### src/design/lg_pkg.sv
// logic pattern generator package
// sizes, register offsets and the shared bus, stream and lane types

package lg_pkg;

  ////////////////////
  // sizes
  ////////////////////

  localparam int unsigned lg_dn  = 4;              // lanes per beat
  localparam int unsigned lg_dw  = 8;              // bits per lane sample
  localparam int unsigned lg_cwm = 8;              // pointer magnitude, 256 table entries
  localparam int unsigned lg_cwf = 8;              // pointer fraction
  localparam int unsigned lg_cw  = lg_cwm + lg_cwf;
  localparam int unsigned lg_cwn = 16;             // burst period counter
  localparam int unsigned lg_tn  = 4;              // external trigger inputs
  localparam int unsigned lg_baw = 7;              // register byte address bits
  localparam int unsigned lg_aw  = lg_cwm;         // bus address, table word index fits too

  ////////////////////
  // register offsets
  ////////////////////

  localparam logic [lg_baw-1:0] reg_ctl = 7'h00;   // strobes on write, sts_t on read
  localparam logic [lg_baw-1:0] reg_trg = 7'h08;   // trigger mask
  localparam logic [lg_baw-1:0] reg_mod = 7'h10;   // {inf, ben}
  localparam logic [lg_baw-1:0] reg_siz = 7'h14;
  localparam logic [lg_baw-1:0] reg_off = 7'h18;
  localparam logic [lg_baw-1:0] reg_ste = 7'h1c;
  localparam logic [lg_baw-1:0] reg_bpn = 7'h2c;
  localparam logic [lg_baw-1:0] reg_sbn = 7'h34;   // burst count status, read only
  localparam logic [lg_baw-1:0] reg_oe0 = 7'h40;
  localparam logic [lg_baw-1:0] reg_oe1 = 7'h44;
  localparam logic [lg_baw-1:0] reg_msk = 7'h48;
  localparam logic [lg_baw-1:0] reg_val = 7'h4c;

  ////////////////////
  // data types
  ////////////////////

  typedef logic [lg_dw-1:0] sample_t;
  typedef sample_t [lg_dn-1:0] beat_t;             // one table word

  typedef struct packed {
    sample_t o;  // output value
    sample_t e;  // output enable
  } pin_t;

  typedef pin_t [lg_dn-1:0] pins_t;

  // cpu bus, one cycle request, ack one cycle later
  typedef struct packed {
    logic             wen;
    logic             ren;
    logic [lg_aw-1:0] addr;
    logic [32-1:0]    wdata;
  } cpu_req_t;

  typedef struct packed {
    logic          ack;
    logic [32-1:0] rdata;
  } cpu_rsp_t;

  typedef struct packed {
    sample_t oe0;  // enable where output is 0
    sample_t oe1;  // enable where output is 1
    sample_t msk;
    sample_t val;  // polarity
  } lane_cfg_t;

  typedef struct packed {
    logic              ben;  // burst enable
    logic              inf;  // infinite burst
    logic [lg_cw-1:0]  siz;  // table size, fixed point
    logic [lg_cw-1:0]  off;  // start offset (phase)
    logic [lg_cw-1:0]  ste;  // step (frequency)
    logic [lg_cwn-1:0] bpn;  // passes per burst
  } gen_cfg_t;

  typedef struct packed {
    logic str;  // arm
    logic stp;  // stop
    logic swt;  // software trigger
  } ctl_t;

  typedef struct packed {
    logic armed;
    logic running;
  } sts_t;

  typedef struct packed {
    logic [lg_cwm-1:0] adr;   // table address
    logic              last;  // final item of a burst
  } seq_item_t;

endpackage : lg_pkg
### src/design/lg_stream_out.sv
// stream output stage
// carries valid/last beside the table and lane registers,
// drives the valid/ready stream and the pipeline advance
`timescale 1ns/10ps

module lg_stream_out (
  input  logic           bus,
  input  logic           reset,
  input  logic           issue,
  input  logic           last_in,
  input  lg_pkg::pins_t  pins,
  input  logic           tready,
  output logic           advance,
  output lg_pkg::pins_t  tdata,
  output logic           tvalid,
  output logic           tlast,
  output logic           last_acc
);
  import lg_pkg::*;

  logic v1;  // valid at table output
  logic l1;  // last at table output

  // pipe moves when the output slot is empty or taken
  assign advance = tready | ~tvalid;

  ////////////////////
  // valid/last pipe
  ////////////////////

  always_ff @(posedge bus) begin
    if (reset) begin
      v1     <= 1'b0;
      l1     <= 1'b0;
      tvalid <= 1'b0;
      tlast  <= 1'b0;
    end else if (advance) begin
      v1     <= issue;            // lines up with table read
      l1     <= issue & last_in;
      tvalid <= v1;               // lines up with lane registers
      tlast  <= l1;
    end
  end

  assign tdata    = pins;                     // lane registers hold the beat
  assign last_acc = tvalid & tready & tlast;  // burst end handed over

  // stalled beat must not change
  beat_hold: assert property (
    @(posedge bus) disable iff (reset)
    tvalid && !tready |=> tvalid && $stable(tdata) && $stable(tlast)
  ) else $error("beat changed under back-pressure");

endmodule : lg_stream_out

### config.mk
export PLATFORM = sky130hd
export DESIGN_NAME = lg_stream_out
export DESIGN_NICKNAME = d
export VERILOG_FILES = /design/src/design/lg_pkg.sv /design/src/design/lg_stream_out.sv
export SDC_FILE = /design/constraint.sdc
export NUM_CORES = 1
export LEC_CHECK = 0
export BUFFER_PORTS_ARGS = -buffer_cell sky130_fd_sc_hd__buf_2
export CAP_MARGIN = 0
export CORE_MARGIN = 2
export CORE_UTILIZATION = 21
export DETAILED_ROUTE_END_ITERATION = 16
export GPL_ROUTABILITY_DRIVEN = 1
export HOLD_SLACK_MARGIN = 0.05
export PLACE_DENSITY = 0.8
export SYNTH_ARGS = -nofsm -noshare
export SYNTH_HDL_FRONTEND = slang
export SYNTH_SLANG_ARGS = --single-unit
### constraint.sdc
create_clock -name bus -period 0.8 [get_ports bus]
set_input_delay 0.04 -clock bus [delete_from_list [all_inputs] [get_ports bus]]
set_output_delay 0.04 -clock bus [all_outputs]
set_load 0.02 [all_outputs]
======== After elaboration in Yosys (flattened, before gate mapping) ========
Index checks and enable logic that the tools add are counted.
cells by class
  $add $sub $neg .......................... 0
  multiply operators ...................... 0
  div/mod/pow operators ................... 0
  $lt $le $gt $ge ......................... 0
  equality and inequality tests ........... 0
  shift operators ......................... 0
  mux-type cells .......................... 0
  bitwise operators ....................... 5
  reductions and logical operators ........ 0
operators with widths
  cell           number
  $and A1 B1 Y1  3
  $not A1 Y1     1
  $or A1 B1 Y1   1
storage, ports and cells
  flip-flop bits (word level) ............. 4
  latch bits .............................. 0
  bits in writable memories ............... 0
  bits in read-only memories .............. 0
  bits of input ports ..................... 69
  output and inout bits ................... 68
  logic and storage cells ................. 9
  memories ................................ 0

======== Depth between registers and ports, before layout ========
  word-level depth ........................ 2
  depth in mapped cells ................... 4
  depth with buffers taken out ............ 3

======== Worst setup path after synthesis ========
Ideal clock, no wire load.
  path type ............................... register to register
  start point ............................. register tvalid
  end point ............................... register v1
  library setup time ...................... 0.114 ns
  data arrival time ....................... 0.860 ns
  data required time ...................... 0.686 ns
  path slack .............................. -0.175 ns
  stages on the path, launching flop included .. 5
  path buffers ............................ 1
  clock period less this slack ............ 0.975 ns
  cells stage by stage .................... dfxtp_1 -> nand2b_1 -> buf_6 -> mux2i_1 -> nor2_1
between the ends
  word-level cells in the longest chain between the ends .. 2
ends and longest elaborated chain
  element                 RTL line             RTL
  start, declared         lg_stream_out.sv:15  output logic tvalid,
  start signal, assigned  lg_stream_out.sv:40  tvalid <= v1;
  $not A1 Y1              lg_stream_out.sv:25  assign advance = tready | ~tvalid;
  $or A1 B1 Y1            lg_stream_out.sv:25
  named net advance       lg_stream_out.sv:13  output logic advance,
  end signal, assigned    lg_stream_out.sv:38  v1 <= issue;
  end, declared           lg_stream_out.sv:21  logic v1;
The timed path passes the listed nets, and every way through them passes these cells.
A chain may end at the register's enable or synchronous reset.

======== Worst setup path in the final report ========
  start point ............................. register tvalid
  end point ............................... output last_acc
between the ends
  word-level cells in the longest chain between the ends .. 2
ends and longest elaborated chain
  element                     RTL line             RTL
  $and A1 B1 Y1 (2 in a row)  lg_stream_out.sv:46  assign last_acc = tvalid & tready & tlast;
  end, declared               lg_stream_out.sv:17  output logic last_acc
No other way between the ends.

==> out/summary.md <==
## Outcome
- finished, violations left — outcome
- negative setup slack — violated checks

## CTS
- 0.23 ns — insertion delay to the later sink of the worst-skew pair
- 0.03 ns — clock-pin slew on the worst setup and hold paths
- built — TritonCTS clock tree
- sky130_fd_sc_hd__clkbuf_4 — Root Buffer
- 2 — largest buffer count on any clock path
- 1 — H-tree lvl count
- 4 — CTS Sinks
- 3 — TritonCTS Buffers

## Layout
- sky130_fd_sc_hd__buf_6 — leading cell type in the layout, fill and taps excluded
- sky130_fd_sc_hd__buf_6, sky130_fd_sc_hd__buf_2, sky130_fd_sc_hd__clkbuf_4, sky130_fd_sc_hd__dfxtp_1 — commonest cells after routing, fill and taps aside
- 102 — final net count
- 64 — post-route non-filler standard cell count
- 340 sq um — design area
- 0 — antenna diode count
- 61.3% — layout cell share with drive strength beyond 1
- 11.4% — final cell utilization of the core
- 329 — Fill cells
- -46.8% — area growth from synthesis to layout

## Timing
- 91.5% — relative slew slack
- 0.0800 ns — Worst Hold Slack
- 0.124 ns — measured slew at the worst slew-check pin
- 1000 MHz — Fmax achieved
- 0.000521 ns — skew final
- 5 — count of endpoints failing setup in the final report
- true — RSZ-0062 raised after global routing
- 0.997 ns — Final Critical Period
- 125% — final cycle utilization of the critical path
- -0.197 ns — Final Worst Setup Slack
- 0 — final hold violations
- 0 — final-report max-slew violation count

## Logic synthesis
- sky130_fd_sc_hd__buf_4 — library cell occupying the most area in the post-synthesis netlist
- 75.1% — post-synth top area share
- 80 — Synth Instances
- 4 — number of synthesized register bits
- 12.5% — sequential cell area fraction in the yosys report
- 7.99 sq um — average instance area after synthesis
- 0 — count of warnings emitted by yosys
- 149 — Mapped Nets
- 639 sq um — area of the mapped netlist
- sky130_fd_sc_hd__buf_4, sky130_fd_sc_hd__dfxtp_1, sky130_fd_sc_hd__mux2i_1 — cells taking the most area after synthesis
- 11 — number of distinct library cells after synthesis

## Place
- 58 — Placed Instances
- 245 sq um — post-placement cell area
- 0.588 — weighted congestion at the end of routability-driven global placement
- 8 — number of input and output port buffers inserted

## Die
- 3500 sq um — Die ar.
- 2980 sq um — core area
- 137 — count of boundary I/O pins
- 59.2 um — Die Height
- 21.5% — Initial Utilization
- 20 — number of placement rows
- 59.2 um — die width

## Power
- 0.000212 V — Worst IR Drop VDD
- 0.000156 uW — static power due to leakage
- 1580 nW/um^2 — PwrDens

## Critical path
- reg2out — crit path kind
- 0.96 ns — CP arrival
- output port — category of the worst setup path capture point
- flop — element type at the critical path start
- 0.76 ns — worst endpoint required time
- tvalid — start of the worst register-to-register path
- tvalid — Worst setup startpoint
- 2 — largest fanout of any net on the critical path

## Global route
- 0 — Remaining Overflow, GRT
- 5 — maximum number of pins on one net before global-route repair
- 3.92% — GRT Resource Usage Total
- 979 um — wire length of the first global-routing pass
- 240 — vias in the first global route
- 0 — initial antenna violation count

## Flow run
- 0 — max capacitance violation total

## Drt
- 5 — 1st-iter DRT viols
- 249 — routed via count
- 807 um — overall routed net length
- 12.6 um — detail-routed net length per standard cell
- 0 — residual DRC count
- 3.89 — vias per std cell
- 4 — first-pass detailed-route iteration total
- 0 — ANT nets after route

## Min path
- in2out — path class of the lowest-slack min-delay path
- pins[24] — HP Start

==> layer usage <==
layer / vias to the layer above / wire (um) / track usage [%]
met2: 37 / 331 / 4.44
met5: - / 0 / 0
met4: 0 / 142 / 10.1
li1: 84 / - / -
met1: 96 / 131 / 0.921
met3: 32 / 201 / 4.59
==> cells by family (layout without fill, tap and decap cells) <==
logic type / count (synthesis) / after routing / share of synthesized area (%)
buf+inv: 66 / 17 / 77.5
simple gates: 6 / 6 / 5.28
flops: 4 / 4 / 12.5
compound gates: 2 / 2 / 1.57
mux: 2 / 2 / 3.13
==> worst max-delay path, stage by stage, from the launching register on <==
cell and delay [ns]:
sky130_fd_sc_hd__dfxtp_2 0.35, sky130_fd_sc_hd__buf_6 0.10, sky130_fd_sc_hd__and3_4 0.17, sky130_fd_sc_hd__buf_6 0.11
==> path summary, 6_finish.rpt <==
| check | endpoint | slack (ns) | depth (start not counted) |
|---|---|---|---|
| max reg2reg | tvalid | -0.02 | 4 |
| min | tdata[24] | 0.08 | 0 |
| max | last_acc | -0.20 | 3 |
| min reg2reg | tvalid | 0.45 | 2 |
==> per-stage QoR <==
stage          setup slack [ns]  TNS [ns]  power, uW
4_1_cts                  -0.202    -0.525        543
2_1_floorplan           -0.0934    -0.228        715
3_5_place_dp            -0.0408   -0.0879        273
3_3_place_gp           -0.00265  -0.00265        272
5_1_grt                  -0.228    -0.681        564
6_report                 -0.197    -0.525        537
==> Yosys cell counts (all sizes together) <==
master	instances
a21oi	2
nand3	1
nand3b	1
nand2b	1
mux2i	2
nor2	2
buf	65
inv	1
and3	1
dfxtp	4
==> state kept, by name, summed over array words and instances (netlist names) <==
register and count:
l1 1, tlast 1, tvalid 1, v1 1
==> cell type report <==
class	instances	area, sq um	share of cell area (%)
multi-input cells	10	78.8	23.2
flip-flops and latches	4	81.3	23.9
inverters	1	3.75	1.10
repair buffers	13	113	33.1
clock buffers	3	22.5	6.62
well taps	33	41.3	12.1
==> power breakdown <==
part	internal, uW	switching (uW)
clock	167	68.7
sequential	212	7.18
combinational	49.0	34.1
==> what timing repair did <==
| action | in CTS | in global routing |
|---|---|---|
| hold endpoints to repair | 4 | 0 |
| gates cloned | 0 | 0 |
| pin swaps | 0 | 1 |
| setup buffers | 1 | 1 |
| setup endpoints to repair | 6 | 6 |
| hold buffers | 1 | 0 |
| gates resized for setup | 10 | 3 |
(Power assumes the default switching activity.)
