### src/design/lg_pkg.sv
// logic pattern generator package
// sizes, register offsets and the shared bus, stream and lane types

package lg_pkg;

  ////////////////////
  // sizes
  ////////////////////

  localparam int unsigned lg_dn  = 4;              // lanes per beat
  localparam int unsigned lg_dw  = 8;              // bits per lane sample
  localparam int unsigned lg_cwm = 8;              // pointer magnitude, 256 table entries
  localparam int unsigned lg_cwf = 8;              // pointer fraction
  localparam int unsigned lg_cw  = lg_cwm + lg_cwf;
  localparam int unsigned lg_cwn = 16;             // burst period counter
  localparam int unsigned lg_tn  = 4;              // external trigger inputs
  localparam int unsigned lg_baw = 7;              // register byte address bits
  localparam int unsigned lg_aw  = lg_cwm;         // bus address, table word index fits too

  ////////////////////
  // register offsets
  ////////////////////

  localparam logic [lg_baw-1:0] reg_ctl = 7'h00;   // strobes on write, sts_t on read
  localparam logic [lg_baw-1:0] reg_trg = 7'h08;   // trigger mask
  localparam logic [lg_baw-1:0] reg_mod = 7'h10;   // {inf, ben}
  localparam logic [lg_baw-1:0] reg_siz = 7'h14;
  localparam logic [lg_baw-1:0] reg_off = 7'h18;
  localparam logic [lg_baw-1:0] reg_ste = 7'h1c;
  localparam logic [lg_baw-1:0] reg_bpn = 7'h2c;
  localparam logic [lg_baw-1:0] reg_sbn = 7'h34;   // burst count status, read only
  localparam logic [lg_baw-1:0] reg_oe0 = 7'h40;
  localparam logic [lg_baw-1:0] reg_oe1 = 7'h44;
  localparam logic [lg_baw-1:0] reg_msk = 7'h48;
  localparam logic [lg_baw-1:0] reg_val = 7'h4c;

  ////////////////////
  // data types
  ////////////////////

  typedef logic [lg_dw-1:0] sample_t;
  typedef sample_t [lg_dn-1:0] beat_t;             // one table word

  typedef struct packed {
    sample_t o;  // output value
    sample_t e;  // output enable
  } pin_t;

  typedef pin_t [lg_dn-1:0] pins_t;

  // cpu bus, one cycle request, ack one cycle later
  typedef struct packed {
    logic             wen;
    logic             ren;
    logic [lg_aw-1:0] addr;
    logic [32-1:0]    wdata;
  } cpu_req_t;

  typedef struct packed {
    logic          ack;
    logic [32-1:0] rdata;
  } cpu_rsp_t;

  typedef struct packed {
    sample_t oe0;  // enable where output is 0
    sample_t oe1;  // enable where output is 1
    sample_t msk;
    sample_t val;  // polarity
  } lane_cfg_t;

  typedef struct packed {
    logic              ben;  // burst enable
    logic              inf;  // infinite burst
    logic [lg_cw-1:0]  siz;  // table size, fixed point
    logic [lg_cw-1:0]  off;  // start offset (phase)
    logic [lg_cw-1:0]  ste;  // step (frequency)
    logic [lg_cwn-1:0] bpn;  // passes per burst
  } gen_cfg_t;

  typedef struct packed {
    logic str;  // arm
    logic stp;  // stop
    logic swt;  // software trigger
  } ctl_t;

  typedef struct packed {
    logic armed;
    logic running;
  } sts_t;

  typedef struct packed {
    logic [lg_cwm-1:0] adr;   // table address
    logic              last;  // final item of a burst
  } seq_item_t;

endpackage : lg_pkg
### src/design/lg_sequencer.sv
// logic generator sequencer
// arm/trigger/stop FSM, fixed point read pointer with wrap,
// burst pass counting and the last flag
`timescale 1ns/10ps

module lg_sequencer (
  input  logic                       bus,
  input  logic                       reset,
  input  lg_pkg::gen_cfg_t           gen_cfg,
  input  lg_pkg::ctl_t               ctl,
  input  logic [lg_pkg::lg_tn-1:0]   trg,
  input  logic [lg_pkg::lg_tn-1:0]   trg_msk,
  input  logic                       advance,
  output lg_pkg::seq_item_t          item,
  output logic                       issue,
  output lg_pkg::sts_t               sts,
  output logic [lg_pkg::lg_cwn-1:0]  sts_bpn
);
  import lg_pkg::*;

  typedef enum logic [1:0] {
    st_idle,
    st_armed,
    st_run
  } state_t;

  state_t            state;
  logic              trig;      // trigger condition
  logic [lg_cw-1:0]  ptr;       // fixed point read pointer
  logic [lg_cw:0]    sum;       // extra bit keeps the carry
  logic              wrap;      // end of a table pass
  logic [lg_cw-1:0]  ptr_nxt;
  logic [lg_cwn-1:0] cnt_nxt;
  logic              fin;       // this item ends the burst

  ////////////////////
  // pointer math
  ////////////////////

  assign trig    = ctl.swt | (|(trg & trg_msk));  // sw or any enabled ext trigger
  assign sum     = {1'b0, ptr} + {1'b0, gen_cfg.ste};
  assign wrap    = sum >= {1'b0, gen_cfg.siz};
  assign ptr_nxt = wrap ? lg_cw'(sum - {1'b0, gen_cfg.siz}) : sum[lg_cw-1:0];
  assign cnt_nxt = sts_bpn + 1'b1;

  // finite burst ends on the wrap that completes pass bpn
  assign fin = gen_cfg.ben & ~gen_cfg.inf & wrap & (cnt_nxt >= gen_cfg.bpn);

  assign issue     = (state == st_run) & advance;
  assign item.adr  = ptr[lg_cw-1:lg_cwf];  // magnitude only
  assign item.last = fin;

  assign sts.armed   = (state == st_armed);
  assign sts.running = (state == st_run);

  ////////////////////
  // FSM
  ////////////////////

  always_ff @(posedge bus) begin
    if (reset) begin
      state   <= st_idle;
      sts_bpn <= '0;
    end else if (ctl.stp) begin
      state <= st_idle;  // stop wins over everything
    end else begin
      case (state)
        st_idle: if (ctl.str) state <= st_armed;
        st_armed: begin
          if (trig) begin
            state   <= st_run;
            sts_bpn <= '0;     // new burst
          end
        end
        st_run: begin
          if (advance) begin
            if (wrap) sts_bpn <= cnt_nxt;  // one more pass done
            if (fin)  state   <= st_idle;
          end
        end
        default: state <= st_idle;
      endcase
    end
  end

  // pointer loads the phase on trigger, steps on each issue
  always_ff @(posedge bus) begin
    if ((state == st_armed) && trig) ptr <= gen_cfg.off;
    else if (issue)                  ptr <= ptr_nxt;
  end

  // issued items carry a loaded pointer and a known last flag
  item_known: assert property (
    @(posedge bus) disable iff (reset) issue |-> !$isunknown(item)
  ) else $error("issued item has unknown bits");

endmodule : lg_sequencer

### config.mk
export PLATFORM = sky130hd
export DESIGN_NAME = lg_sequencer
export DESIGN_NICKNAME = d
export VERILOG_FILES = /design/src/design/lg_pkg.sv /design/src/design/lg_sequencer.sv
export SDC_FILE = /design/constraint.sdc
export NUM_CORES = 1
export LEC_CHECK = 0
export BUFFER_PORTS_ARGS = -buffer_cell sky130_fd_sc_hd__buf_4
export CAP_MARGIN = 30
export CORE_UTILIZATION = 40
export DETAILED_ROUTE_END_ITERATION = 7
export GPL_TIMING_DRIVEN = 0
export SLEW_MARGIN = 0
export SYNTH_ARGS = -nofsm -noshare
export SYNTH_HDL_FRONTEND = slang
export SYNTH_SLANG_ARGS = --single-unit
### constraint.sdc
create_clock -name bus -period 11.3 [get_ports bus]
set_input_delay 2.26 -clock bus [delete_from_list [all_inputs] [get_ports bus]]
set_output_delay 2.26 -clock bus [all_outputs]
set_load 0.01 [all_outputs]
======== Word level (Yosys, flattened, before mapping) ========
Cells that the tools add are included.
operators by class
  add/subtract/negate cells ............... 3
  order comparisons ....................... 2
  equal/unequal tests ..................... 7
  mux-type cells .......................... 12
  bitwise gates (word level) .............. 8
  reduce and logical (&&, ||, !) cells .... 8
operator list
  kind                   count
  $mux 16                6
  $pmux 16 s2            1
  $add 16x16->17         1
  $ge 17x16->1           1
  $add 16x1->16 const B  1
  $ge 16x16->1           1
  $sub 16x16->16         1
  $mux 2                 4
  $ne 2x1->1 const B     3
  $pmux 2 s3             1
  $reduce_and 5->1       1
  $and 1x1->1            4
  $and 4x4->4            1
  $ne 2x2->1 const B     2
  $reduce_and 4->1       1
  $reduce_bool 2->1      2
  $reduce_or 4->1        1
  $eq 2x1->1 const B     1
  $eq 2x2->1 const B     1
  $logic_not 2->1        1
  $not 1->1              2
  $reduce_or 2->1        1
  $logic_and 1x1->1      1
  $or 1x1->1             1
word-level totals
  flip-flop bits (word level) ............. 34
  input port bits ......................... 80
  output and inout bits ................... 28

======== Depth between registers and ports, before layout ========
  word-level depth ........................ 7
  mapped depth ............................ 17
  gate-level depth less buffers ........... 16

======== Least setup slack after synthesis ========
OpenSTA, ideal clock, no wires.
  kind .................................... input to output
  start point ............................. input port gen_cfg[16] (netlist name)
  end point ............................... output port item[0] (netlist name)
  arrival ................................. 5.882 ns
  slack ................................... 3.158 ns
  stages on the path ...................... 16
  buffers on the path ..................... 2
  cells stage by stage .................... ha_1 > fa_1 > a211oi_1 > o21ai_1 > and3_1 > o311a_1 > a311o_1 > ha_1 > nand4_1 > nor4_1 > and4_1 > a2111oi_4 > and3_1 > buf_4 > nor4b_2 > buf_4
between the ends
  longest elaborated chain between the ends .. 4
ends and longest elaborated chain
  item                      RTL line            RTL
  start: declaration        lg_sequencer.sv:9   input lg_pkg::gen_cfg_t gen_cfg,
  $add 16x16->17            lg_sequencer.sv:41  assign sum = {1'b0, ptr} + {1'b0, gen_cfg.ste};
  $ge 17x16->1              lg_sequencer.sv:42  assign wrap = sum >= {1'b0, gen_cfg.siz};
  $and 1x1->1 (2 in a row)  lg_sequencer.sv:47  assign fin = gen_cfg.ben & ~gen_cfg.inf & wrap & (cnt_nxt >= gen_cfg.bpn);
  end: declaration          lg_sequencer.sv:14  output lg_pkg::seq_item_t item,
Every way passes these cells.

======== Final worst setup path ========
Ends and elaborated chain as after synthesis.

==> flow_summary.yaml <==
run_status:
  status: "finished clean"
cts:
  clk_pin_slew_ns: 0.09
  holdBufCountCts: 0
  htree_levels: 2
  clock_latency_ns: 0.30
  cts_setup_buffers: 0
  cts_root_buf: "clkbuf_8"
  cts_resized: 0
  clock_sink_count: 34
  cts_tree: "yes"
  cts_buffer_depth: 2
  numCtsBuffers: 5
synthesis:
  netlist_instances: 493
  synth_seq_cells: 34
  synth_top_area_frac: 0.155
  ys.flop_type: "dfxtp_1"
  syn_area_um2: 3970
  async_flop_share: 0
  avgSynthCellArea_um2: 8.04
  synth_nets: 624
  yosys-top-cells-area: "ha_1 (15%), edfxtp_1 (12%), dfxtp_1 (9.1%)"
  synth_cell_types: 67
  ys_seq_area_frac: 0.212
  yosysTopAreaCell: "ha_1"
  synth_edf_count: 16
  yosysWarnings: 0
timing:
  clock-skew-final_ns: 0.0113
  final_hold_viol_count: 0
  finalSetupViolations: 0
  worst_slew_pin_slew_ns: 0.847
  tns_ns: 0
  fmax_mhz: 111
  period_needed_ns: 8.97
  report.final.slew_viol_count: 0
  finalCritPeriodShare: 0.794
  relSlewSlack: 0.434
  rsz0062_at_grt: "false"
flow_run:
  maxCapViolations: 0
routing:
  wirelength_um: 11100
  first_iter_violations: 167
  dr_total_vias: 3973
  final_antenna_net_count: 0
  drcViolationCount: 0
  routed_via_density: 5.40
  firstDrtPassIters: 5
  avgRoutedWirePerCell_um: 15.0
place:
  numPortBuffers: 106
  placed_area_um2: 4920
  hpwl_um: 8920
  gp_congestion: 0.855
global_routing:
  grt_pass1_vias: 3713
  grt_usage: 0.219
  grt_pass1_wl_um: 17700
  overflow: 0
  antenna_found_initial: 0
  grt_max_degree: 17
final_layout:
  final_common_cell: "buf_4"
  seqCellArea_um2: 841
  drive_above_1_share: 0.252
  multi_input_area_um2: 2840
  n_fill_cell: 927
  syn_to_final_growth_pct: 26.4
  design_area_um2: 5010
  antennaDiodeCount: 0
  nNetsFinal: 737
  layout_common_cells: "buf_4 (116), ha_1 (49), nor2_1 (44)"
pwr:
  powerDensity_nw_per_um2: 114
  leakage_nw: 2.39
  peakVddDrop_v: 0.0000472
  p_total_mw: 0.571
worst_setup_path:
  cp_common_cell: "buf_4"
  critPathBufInv: 4
  cp_max_fo: 10
  crit_slowest_cell: "fa_1"
  slowest_delay_ns: 0.43
  cp-end-kind: "primary output"
  arrival_ns: 6.71
  cpLargestDelayFamily: "simple AND/OR/NAND/NOR gates"
  start_kind: "input port"
  worstPathRequired_ns: 9.04
  critPathKind: "input port to primary output"
  cp_cell_sequence: "buf_4, ha_1, fa_1, a211oi_1, o21ai_1, and3_1, o311a_1, a311o_1, ha_1, nand4_1, nor4_1, and4_1, a2111oi_4, and3_1, buf_4, nor4b_2, buf_4, buf_4"
floorplanning:
  dieArea_um2: 10300
  die_height_um: 102
  initial_utilization: 0.421
  rows: 35
  die_width_um: 102
  core_um2: 9420
  io_pins: 108
hold_path:
  hold_class: "flip-flop to flip-flop"
cell type report:
type                            count  area share
Buffer                             20      0.0245
Clock buffer                        5      0.0137
Clock inverter                      3     0.00400
Inverter                           43      0.0322
Multi-Input combinational cell    396       0.567
Sequential cell                    34       0.168
Tap cell                          129      0.0322
Timing Repair Buffer              106       0.159
Yosys cell counts (3+ instances only):
cell / count
mux2i_1: 8
o31ai_1: 3
nor3b_1: 4
o2111ai_1: 5
a21oi_1: 36
dfxtp_1: 18
inv_1: 43
a21o_1: 8
a22o_2: 3
clkbuf_1: 6
a21o_2: 3
a211oi_1: 7
nand2_1: 37
nor2_1: 44
or2_2: 8
nand4_1: 5
a221o_1: 4
o31a_1: 3
mux2_2: 3
buf_4: 10
a22oi_1: 4
nor4_1: 4
a31oi_1: 10
xnor2_1: 20
nor3_1: 9
o21ai_1: 3
a31o_2: 3
a211o_1: 6
nor2b_1: 7
edfxtp_1: 16
ha_1: 49
and3_1: 4
o21a_1: 7
nand3_1: 17
xor2_1: 8
o211ai_1: 4
nand2b_1: 5
o21ai_0: 23
worst reg2reg max path, cell delays in order, from the launching register on:
cell and delay (ns):
edfxtp_1 0.37, ha_1 0.23, fa_1 0.43, a211oi_1 0.33
o21ai_1 0.19, and3_1 0.24, o311a_1 0.38, a311o_1 0.40
ha_1 0.34, nand4_1 0.11, nor4_1 0.05, and4_1 0.24
a2111oi_4 0.46, nand3_1 0.25, buf_2 0.29, mux2i_1 0.15
mux2_2 0.26
path summary, 6_finish.rpt:
kind	slack, ns	startpoint	to	cells after the start
worst max-delay path	2.33	gen_cfg[16]	item[0]	18
worst min-delay path	0.45	state[1]	state[0]	1
worst max register to register	6.32	ptr[0]	ptr[0]	16
worst min register to register	0.45	state[1]	state[0]	1
stage by stage:
| step | setup WS (ns) | hold slack [ns] | util | std cells |
|---|---|---|---|---|
| 2_1_floorplan | 3.16 | 0.414 | - | 493 |
| 3_3_place_gp | 2.33 | 0.442 | 0.523 | 728 |
| 3_5_place_dp | 2.33 | 0.440 | 0.523 | 728 |
| 4_1_cts | 2.32 | 0.452 | 0.532 | 736 |
| 5_1_grt | 2.06 | 0.482 | 0.532 | 736 |
| 6_report | 2.33 | 0.452 | 0.532 | 736 |
routing by layer:
layer | global-route usage | wire, um | share of wire | vias to the layer above
li1 | - | - | - | 2045
met1 | 0.304 | 5250 | 0.47 | 1790
met2 | 0.357 | 4950 | 0.45 | 126
met3 | 0.0283 | 683 | 0.062 | 12
met4 | 0.0602 | 168 | 0.015 | 0
met5 | 0 | 0 | 0 | -
cells by family after synthesis:
group,count (synthesis),synth area share
muxes,12,0.0316
buffers and inverters,63,0.0716
AOI/OAI and AO/OA,149,0.264
xor gates and xnor gates,28,0.0619
adders and majority gates,51,0.165
and+or+nand+nor,156,0.194
DFF,34,0.212
flip-flops by register name, indices dropped and copies added (netlist names):
name     cells
state        2
ptr         16
sts_bpn     16
power by group:
part	total (mW)	leakage, nW	internal [mW]	switching [mW]
Sequential	0.147	0.291	0.145	0.00262
Combinational	0.324	2.05	0.149	0.175
Clock	0.0999	0.0484	0.0436	0.0562
Note: power is estimated with default switching activity, not from simulation.
