[config.mk]
export PLATFORM = sky130hd
export DESIGN_NAME = lg_pin_lane
export DESIGN_NICKNAME = d
export VERILOG_FILES = /design/src/design/lg_pkg.sv /design/src/design/lg_pin_lane.sv
export SDC_FILE = /design/constraint.sdc
export NUM_CORES = 1
export LEC_CHECK = 0
export BUFFER_PORTS_ARGS = -buffer_cell sky130_fd_sc_hd__buf_2
export CORE_ASPECT_RATIO = 1.5
export CORE_MARGIN = 5
export CORE_UTILIZATION = 37
export DETAILED_ROUTE_END_ITERATION = 10
export PLACE_DENSITY = 0.79
export SETUP_SLACK_MARGIN = 0.2
export SLEW_MARGIN = 25
export SYNTH_ARGS = -nofsm -noshare
export SYNTH_HDL_FRONTEND = slang
export SYNTH_SLANG_ARGS = --single-unit
[constraint.sdc]
create_clock -name bus -period 0.8 [get_ports bus]
set_input_delay 0.16 -clock bus [delete_from_list [all_inputs] [get_ports bus]]
set_output_delay 0.16 -clock bus [all_outputs]
set_load 0.01 [all_outputs]
[src/design/lg_pkg.sv]
// logic pattern generator package
// sizes, register offsets and the shared bus, stream and lane types

package lg_pkg;

  ////////////////////
  // sizes
  ////////////////////

  localparam int unsigned lg_dn  = 4;              // lanes per beat
  localparam int unsigned lg_dw  = 8;              // bits per lane sample
  localparam int unsigned lg_cwm = 8;              // pointer magnitude, 256 table entries
  localparam int unsigned lg_cwf = 8;              // pointer fraction
  localparam int unsigned lg_cw  = lg_cwm + lg_cwf;
  localparam int unsigned lg_cwn = 16;             // burst period counter
  localparam int unsigned lg_tn  = 4;              // external trigger inputs
  localparam int unsigned lg_baw = 7;              // register byte address bits
  localparam int unsigned lg_aw  = lg_cwm;         // bus address, table word index fits too

  ////////////////////
  // register offsets
  ////////////////////

  localparam logic [lg_baw-1:0] reg_ctl = 7'h00;   // strobes on write, sts_t on read
  localparam logic [lg_baw-1:0] reg_trg = 7'h08;   // trigger mask
  localparam logic [lg_baw-1:0] reg_mod = 7'h10;   // {inf, ben}
  localparam logic [lg_baw-1:0] reg_siz = 7'h14;
  localparam logic [lg_baw-1:0] reg_off = 7'h18;
  localparam logic [lg_baw-1:0] reg_ste = 7'h1c;
  localparam logic [lg_baw-1:0] reg_bpn = 7'h2c;
  localparam logic [lg_baw-1:0] reg_sbn = 7'h34;   // burst count status, read only
  localparam logic [lg_baw-1:0] reg_oe0 = 7'h40;
  localparam logic [lg_baw-1:0] reg_oe1 = 7'h44;
  localparam logic [lg_baw-1:0] reg_msk = 7'h48;
  localparam logic [lg_baw-1:0] reg_val = 7'h4c;

  ////////////////////
  // data types
  ////////////////////

  typedef logic [lg_dw-1:0] sample_t;
  typedef sample_t [lg_dn-1:0] beat_t;             // one table word

  typedef struct packed {
    sample_t o;  // output value
    sample_t e;  // output enable
  } pin_t;

  typedef pin_t [lg_dn-1:0] pins_t;

  // cpu bus, one cycle request, ack one cycle later
  typedef struct packed {
    logic             wen;
    logic             ren;
    logic [lg_aw-1:0] addr;
    logic [32-1:0]    wdata;
  } cpu_req_t;

  typedef struct packed {
    logic          ack;
    logic [32-1:0] rdata;
  } cpu_rsp_t;

  typedef struct packed {
    sample_t oe0;  // enable where output is 0
    sample_t oe1;  // enable where output is 1
    sample_t msk;
    sample_t val;  // polarity
  } lane_cfg_t;

  typedef struct packed {
    logic              ben;  // burst enable
    logic              inf;  // infinite burst
    logic [lg_cw-1:0]  siz;  // table size, fixed point
    logic [lg_cw-1:0]  off;  // start offset (phase)
    logic [lg_cw-1:0]  ste;  // step (frequency)
    logic [lg_cwn-1:0] bpn;  // passes per burst
  } gen_cfg_t;

  typedef struct packed {
    logic str;  // arm
    logic stp;  // stop
    logic swt;  // software trigger
  } ctl_t;

  typedef struct packed {
    logic armed;
    logic running;
  } sts_t;

  typedef struct packed {
    logic [lg_cwm-1:0] adr;   // table address
    logic              last;  // final item of a burst
  } seq_item_t;

endpackage : lg_pkg
[src/design/lg_pin_lane.sv]
// pin lane
// mask and polarity on one sample, output enable per bit, registered
`timescale 1ns/10ps

module lg_pin_lane (
  input  logic               bus,
  input  logic               reset,
  input  logic               advance,
  input  lg_pkg::sample_t    smp,
  input  lg_pkg::lane_cfg_t  lane_cfg,
  output lg_pkg::pin_t       pin
);
  import lg_pkg::*;

  sample_t o_nxt;

  assign o_nxt = lane_cfg.val ^ (lane_cfg.msk & smp);  // masked, then polarity

  always_ff @(posedge bus) begin
    if (reset) begin
      pin <= '0;  // drivers off after reset
    end else if (advance) begin
      pin.o <= o_nxt;
      pin.e <= (lane_cfg.oe1 & o_nxt) | (lane_cfg.oe0 & ~o_nxt);  // per bit select
    end
  end

endmodule : lg_pin_lane

Yosys cells after proc, flatten, opt, wreduce, memory -nomap -nowiden
Cells that the tools add are included.
W data, S select, Z words.

word-level totals
  word-level logic and storage cells = 8
  input port bits = 43
  register bits = 16
  output and inout bits = 16

operators by class
  bitwise operators = 6

operator list
  kind           number
  $and A8 B8 Y8  3
  $not A8 Y8     1
  $or A8 B8 Y8   1
  $xor A8 B8 Y8  1

Logic depth before layout (Yosys ltp)
Gate-level depths: netlist of run 1.

  word-level depth = 5
  gate-level depth with buffers = 4
  mapped depth without buffers = 3

Least setup slack after synthesis of run 1
Ideal clock, no wire load.

  path kind = input to register
  start point = in lane_cfg[0] (netlist bit)
  end point = reg pin[0] (netlist bit)
  library setup time = 0.088 ns
  path slack = -0.009 ns
  data required time = 0.712 ns
  arrival time = 0.721 ns
  buffers on the path = 0
  stages = 3
  cell sequence = a21bo_1 -> and2_1 -> a311oi_2

on the way
  cells in the longest elaborated chain, start to end = 4
  elaborated cells between the ends (all ways) = 5
  classes of those cells = 5 x bitwise

ends and longest elaborated chain
  item                RTL line           source
  start: declaration  lg_pin_lane.sv:10  input lg_pkg::lane_cfg_t lane_cfg,
  $xor A8 B8 Y8 (*)   lg_pin_lane.sv:17  assign o_nxt = lane_cfg.val ^ (lane_cfg.msk & smp);
  $not A8 Y8          lg_pin_lane.sv:24  pin.e <= (lane_cfg.oe1 & o_nxt) | (lane_cfg.oe0 & ~o_nxt);
  $and A8 B8 Y8       lg_pin_lane.sv:24
  $or A8 B8 Y8 (*)    lg_pin_lane.sv:24
  end: declaration    lg_pin_lane.sv:11  output lg_pkg::pin_t pin

Mark *: on every way between the ends. The rest lies on a longest branch, timed or not.
A chain may end at the register's enable or synchronous reset.

Worst setup path in the final report of run 1
  start point = reg pin[10] (netlist bit)
  end point = out pin[10] (netlist bit)

No word-level cell between the ends.

==> flow_metrics.tcl, run 1 <==
set metrics [dict create \
    status "finished, violations left" \
    failed_checks "negative setup slack" \
    synth_area_leader_cell "dfxtp_1" \
    synth_async_sr_flop_share 0 \
    first_global_vias 1007 \
    maximum_number_of_pins_on_one_net_before_global_route_repair 20 \
    crit_buf_inv 1 \
    yosys_register_bits 16 \
    clock_tree_from_tritoncts "yes" \
    crit_family "flip-flops" \
    clock_insertion_delay_worst_skew_ns 0.28 \
    slew_viol_final 0 \
    detailed_place.area_um2 1330 \
    drt-total-wl_mm 2.47 \
    largest_register_ffs 16 \
    cp-start-kind "register" \
    pin_count 59 \
    critPathMaxStageDelay_ns 0.36 \
    post_route_cells_drive_above_1_share 0.696 \
    setup_tns_ns -1.45 \
    timing.slew.headroom 0.803 \
    global_route.usage.met3 0.0125 \
    vias_per_cell 5.11 \
    globalRouteOverflowTotal 0 \
    detailed_placement_wirelength_estimate_mm 1.93 \
    portBuffers 58 \
    cell_internal_pwr_mw 1.55 \
    num_vias 982 \
    synthCells 95 \
    yosys_most_used_dff "dfxtp_1" \
    max_flop_register "pin" \
    hp-class "primary input to register" \
    max-cap-violations 0 \
    synth_area_um2 937 \
    layout_setup_ws_ns -0.101 \
    max_freq_ghz 1.11 \
    detail_route.wl_per_cell_um 12.9 \
    grt.met1_usage 0.161 \
    first_iter_violations 2 \
    drc 0 \
    place.gp.congestion 0.690 \
    power-per-cell-area_nw_per_um2 1340 \
    cts.clk_slew.worst_paths_ns 0.09 \
    maximum_ir_drop_on_the_vdd_rail_v 0.000933 \
    post_synth_main_area_contributors "dfxtp_1 (34%), a311oi_2 (11%), a21bo_2 (6.4%), nand3b_1 (6.4%), o21bai_1 (6.4%)" \
    grt_antenna_before_repair 0 \
    post-synth-top-area-fraction 0.342 \
    final-hold-violation-count 0 \
    synth_enable_flop_cells 0 \
    cellLeakagePower_nw 0.704 \
    final.fill_count 220 \
    worstPathMaxFanout 2 \
    final.setup_skew_ns 0 \
    worst_ep_arrival_time_ns 0.74 \
    worstMarginPinSlew_ns 0.295 \
    floorplan.die.width_um 51.1 \
    clock_power_share 0.250 \
    cts-root-buf "clkbuf_4" \
    grt-busiest-layer "met2" \
    critical_path_class "register to primary output" \
    synth_warnings 0 \
    gr-usage-all-layers 0.144 \
    core_box_area_um2 2450 \
    firstDrtPassIters 4 \
    synth_seq_area_share 0.342 \
    sw_frac_of_total 0.263 \
    layout-area-overhead-vs-synth_pct 66.9 \
    cts-root-to-sink-buffers 2 \
    fin_crit_sh 1.13 \
    synth_nets 138 \
    syn_area_per_cell_um2 9.86 \
    grt_setup_unrepaired "true" \
    die_area_um2 3660 \
    fin_crit_ns 0.901 \
    synth.lib_cells_used.distinct 19 \
    globalRouteMet2Util 0.263 \
    sequentialPowerShare 0.438 \
    pwr-share-comb 0.312 \
    start_util 0.383 \
    placement_rows 22 \
    antenna_left 0 \
    setup-violations-final 17 \
    clkSinkCount 16 \
    p_sw_uw 553 \
    number_of_buffers_created_by_cts 3 \
    cpMaxStageDelayCell "dfxtp_2" \
    critPathRequiredTime_ns 0.64 \
    first_pass_grt_wire_length_mm 4.17 \
    layout.nets 212 \
    floorplan.die.height_um 71.6 \
    diodes 0 \
    post-route-cell-area_um2 1560 \
    critPathCaptureType "primary output" \
    cts_max_level 1 \
    critical_path.cell_chain "buf_6" \
    registers_with_the_most_flip_flops "pin (16)" \
]
[final cells by class]
| type | count | area, µm² | share of cell area |
|---|---|---|---|
| multi-input combinational | 72 | 616 | 0.394 |
| timing repair buffer | 74 | 534 | 0.342 |
| inverter | 2 | 7.51 | 0.00480 |
| sequential | 16 | 340 | 0.218 |
| clock buffer | 4 | 36.3 | 0.0232 |
| tap | 24 | 30.0 | 0.0192 |
[layout by cell type, fill, tap and decap left out]
master and n:
a21oi_1 8, a211oi_2 1, nor2_2 2, nand3b_1 8, nor2_1 1, a211oi_1 1
a21bo_2 6, nand4b_1 6, and2_4 2, clkbuf_4 3, buf_2 42, nand2b_1 5
buf_4 12, nor2_4 5, o21bai_1 8, nor3b_1 6, buf_6 19, a21bo_1 2
inv_1 2, dfxtp_2 16, buf_12 1, a311oi_1 1, a311oi_2 7, clkbuf_8 1
or2b_1 3
[per-layer routing]
layer  wire, µm  share of wire  vias to the layer above
li1           -              -                      504
met1        925           0.37                      444
met2       1380           0.56                       32
met3        138          0.056                        2
met4         27          0.011                        0
met5          0              0                        -
[path summary, 6_finish.rpt]
check / startpoint / end / slack [ns] / cells past startpoint
worst max-delay path: pin[10] / pin[10] / -0.10 / 1
worst min-delay path: lane_cfg[31] / pin[7] / 0.14 / 3
worst max register to register: pin[12] / pin[12] / -0.01 / 4
worst min register to register: pin[15] / pin[15] / 0.50 / 2
[metrics by stage]
| stage | setup WS [ns] | util | cells | hold WS [ns] | total power, mW |
|---|---|---|---|---|---|
| 2_1_floorplan | 0.0223 | - | 95 | 0.313 | 1.24 |
| 3_3_place_gp | -0.0938 | 0.543 | 179 | 0.424 | 1.42 |
| 3_5_place_dp | -0.182 | 0.543 | 179 | 0.444 | 1.45 |
| 4_1_cts | -0.115 | 0.626 | 188 | 0.123 | 2.11 |
| 5_1_grt | -0.135 | 0.638 | 192 | 0.150 | 2.22 |
| 6_report | -0.101 | 0.638 | 192 | 0.142 | 2.10 |
[synthesized netlist by cell type, types with 3 or more instances]
| master | number |
|---|---|
| nand3b_1 | 8 |
| o21bai_1 | 8 |
| a21bo_2 | 6 |
| a311oi_2 | 7 |
| nor3b_1 | 6 |
| nor2_1 | 8 |
| nand2b_1 | 5 |
| or2b_1 | 3 |
| dfxtp_1 | 16 |
| nand4b_1 | 6 |
| a21oi_1 | 8 |
| buf_6 | 3 |
[power by group through the flow]
stage	logic, mW	clock network, mW	registers [mW]
6_report	0.655	0.526	0.920
5_1_grt	0.716	0.572	0.928
4_1_cts	0.636	0.550	0.922
3_5_place_dp	0.524	0	0.923
3_3_place_gp	0.502	0	0.919
2_1_floorplan	0.288	0	0.951
[timing repair]
item | in CTS | in global routing
resized for setup | 32 | 0
endpoints found under the setup margin | 32 | 32
pin swaps | 4 | 2
hold buffers | 0 | 0
buffers inserted | 5 | 4
[tightest hold or removal path, delay by kind of cell]
kind                   cells  cell delay (ns)
AOI/OAI and AO/OA          1             0.09
buffers and inverters      2             0.14
[cells by family (layout without fill, tap and decap cells)]
family	after synthesis	after routing	synth area share
simple gates	38	38	0.274
compound gates	34	34	0.330
buf+inv	7	80	0.0547
flops	16	16	0.342
(Power assumes the default switching activity.)
==> run 2, diff against run 1 <==
- BUFFER_PORTS_ARGS: -buffer_cell sky130_fd_sc_hd__buf_2 -> unset
- CORE_ASPECT_RATIO: 1.5 -> unset
- CORE_UTILIZATION: 37 -> 54
- DONT_BUFFER_PORTS: unset -> 1
- PLACE_DENSITY: 0.79 -> 0.77
==> flow_metrics.tcl, run 2 (synthesized netlist as in run 1, its figures left out) <==
set metrics [dict create \
    status "finished, violations left" \
    failed_checks "negative hold slack, negative setup slack" \
    core_box_area_um2 1690 \
    cts_max_level 1 \
    cell_internal_pwr_mw 1.40 \
    maximum_ir_drop_on_the_vdd_rail_v 0.00110 \
    first_global_vias 761 \
    layout_commonest_cell "buf_6" \
    floorplan.die.width_um 51.7 \
    num_vias 781 \
    cts-root-buf "clkbuf_4" \
    clkSinkCount 16 \
    sw_frac_of_total 0.238 \
    hp-class "primary input to register" \
    floorplan.die.height_um 51.7 \
    pin_count 59 \
    antenna_left 0 \
    detailed_place.area_um2 1060 \
    grt_antenna_before_repair 0 \
    clock_insertion_delay_worst_skew_ns 0.28 \
    cpMaxStageDelayCell "dfxtp_2" \
    sequentialPowerShare 0.501 \
    final.fill_count 125 \
    largest_register_ffs 16 \
    place.gp.congestion 0.631 \
    clock_power_share 0.283 \
    max-cap-violations 0 \
    p_sw_uw 440 \
    power-per-cell-area_nw_per_um2 1510 \
    cts.clk_slew.worst_paths_ns 0.09 \
    cp-start-kind "register" \
    detailed_placement_wirelength_estimate_mm 1.46 \
    stdcell_count 128 \
    critPathRequiredTime_ns 0.64 \
    start_util 0.555 \
    hold-worst-slack_ns -0.0666 \
    slew_viol_final 0 \
    placement_rows 15 \
    worst_ep_arrival_time_ns 0.73 \
    drt-total-wl_mm 1.95 \
    post_route_cells_drive_above_1_share 0.568 \
    layout_setup_ws_ns -0.0946 \
    critPathCaptureType "primary output" \
    pwr-share-comb 0.216 \
    firstDrtPassIters 2 \
    vias_per_cell 6.10 \
    crit_family "flip-flops" \
    final.setup_skew_ns 0 \
    drc 0 \
    maximum_number_of_pins_on_one_net_before_global_route_repair 41 \
    clock_tree_from_tritoncts "yes" \
    die_area_um2 2670 \
    first_pass_grt_wire_length_mm 3.02 \
    final_cell_mix "buf_6 (13), dfxtp_2 (12), nand3b_1 (8), a21oi_1 (8), o21bai_1 (8)" \
    cts-root-to-sink-buffers 2 \
    gr-usage-all-layers 0.147 \
    cellLeakagePower_nw 0.459 \
    max_flop_register "pin" \
    layout-area-overhead-vs-synth_pct 30.2 \
    grt_setup_unrepaired "true" \
    layout.nets 155 \
    fin_crit_sh 1.12 \
    portBuffers 0 \
    critPathMaxStageDelay_ns 0.34 \
    crit_buf_inv 1 \
    diodes 0 \
    first_iter_violations 2 \
    post-route-cell-area_um2 1220 \
    critical_path.cell_chain "buf_6" \
    number_of_buffers_created_by_cts 3 \
    globalRouteOverflowTotal 0 \
    setup-violations-final 16 \
    critical_path_class "register to primary output" \
    worstMarginPinSlew_ns 0.184 \
    detail_route.wl_per_cell_um 15.2 \
    max_freq_ghz 1.12 \
    final-hold-violation-count 10 \
    worstPathMaxFanout 2 \
    timing.slew.headroom 0.876 \
    registers_with_the_most_flip_flops "pin (16)" \
    fin_crit_ns 0.895 \
    numPlacedInstances 119 \
]
## run 2: final cells by class
type                    count  area [µm²]  share of cell area
well taps                  17        21.3              0.0174
repair buffers             17         176               0.145
multi-input cells          72         628               0.515
flip-flops and latches     16         350               0.287
clock buffers               4        36.3              0.0297
inverters                   2        7.51             0.00615
## run 2: per-stage QoR
stage	setup WS, ns	power, mW	utilization	setup TNS (ns)
after floorplan	0.0223	1.24	-	0
after global placement	0.0166	1.25	0.626	0
after detailed placement	-0.00395	1.27	0.626	-0.00395
after CTS	-0.107	1.85	0.699	-1.36
after global routing	-0.124	1.93	0.722	-1.55
final	-0.0946	1.84	0.722	-1.13
## run 2: power by group through the flow
stage / Combinational, mW / Sequential [mW] / Clock [mW]
finish: 0.398 / 0.925 / 0.522
CTS: 0.376 / 0.924 / 0.548
global placement: 0.324 / 0.929 / 0
detailed placement: 0.333 / 0.932 / 0
global route: 0.430 / 0.934 / 0.565
floorplan: 0.288 / 0.951 / 0
## run 2: worst paths after layout
kind,depth (start not counted),from,endpoint,slack [ns]
worst max register to register,3,pin[0],pin[0],0.05
worst max-delay path,1,pin[9],pin[9],-0.09
worst min-delay path,1,reset,pin[14],-0.07
worst min register to register,2,pin[15],pin[15],0.49
## run 2: repair_timing
item	4_1_cts	5_1_grt
cloned	0	0
setup endpoints to repair	32	32
gates resized for setup	29	4
setup buffers	2	3
pin swaps	2	1
hold endpoints to repair	10	10
## run 2: per-layer routing
metal  vias up  global-route usage  wire length (µm)
met3         2              0.0372               196
met5         -                   0                 0
li1        392                   -                 -
met2        30               0.275              1040
met4         0              0.0655                16
met1       357               0.151               694
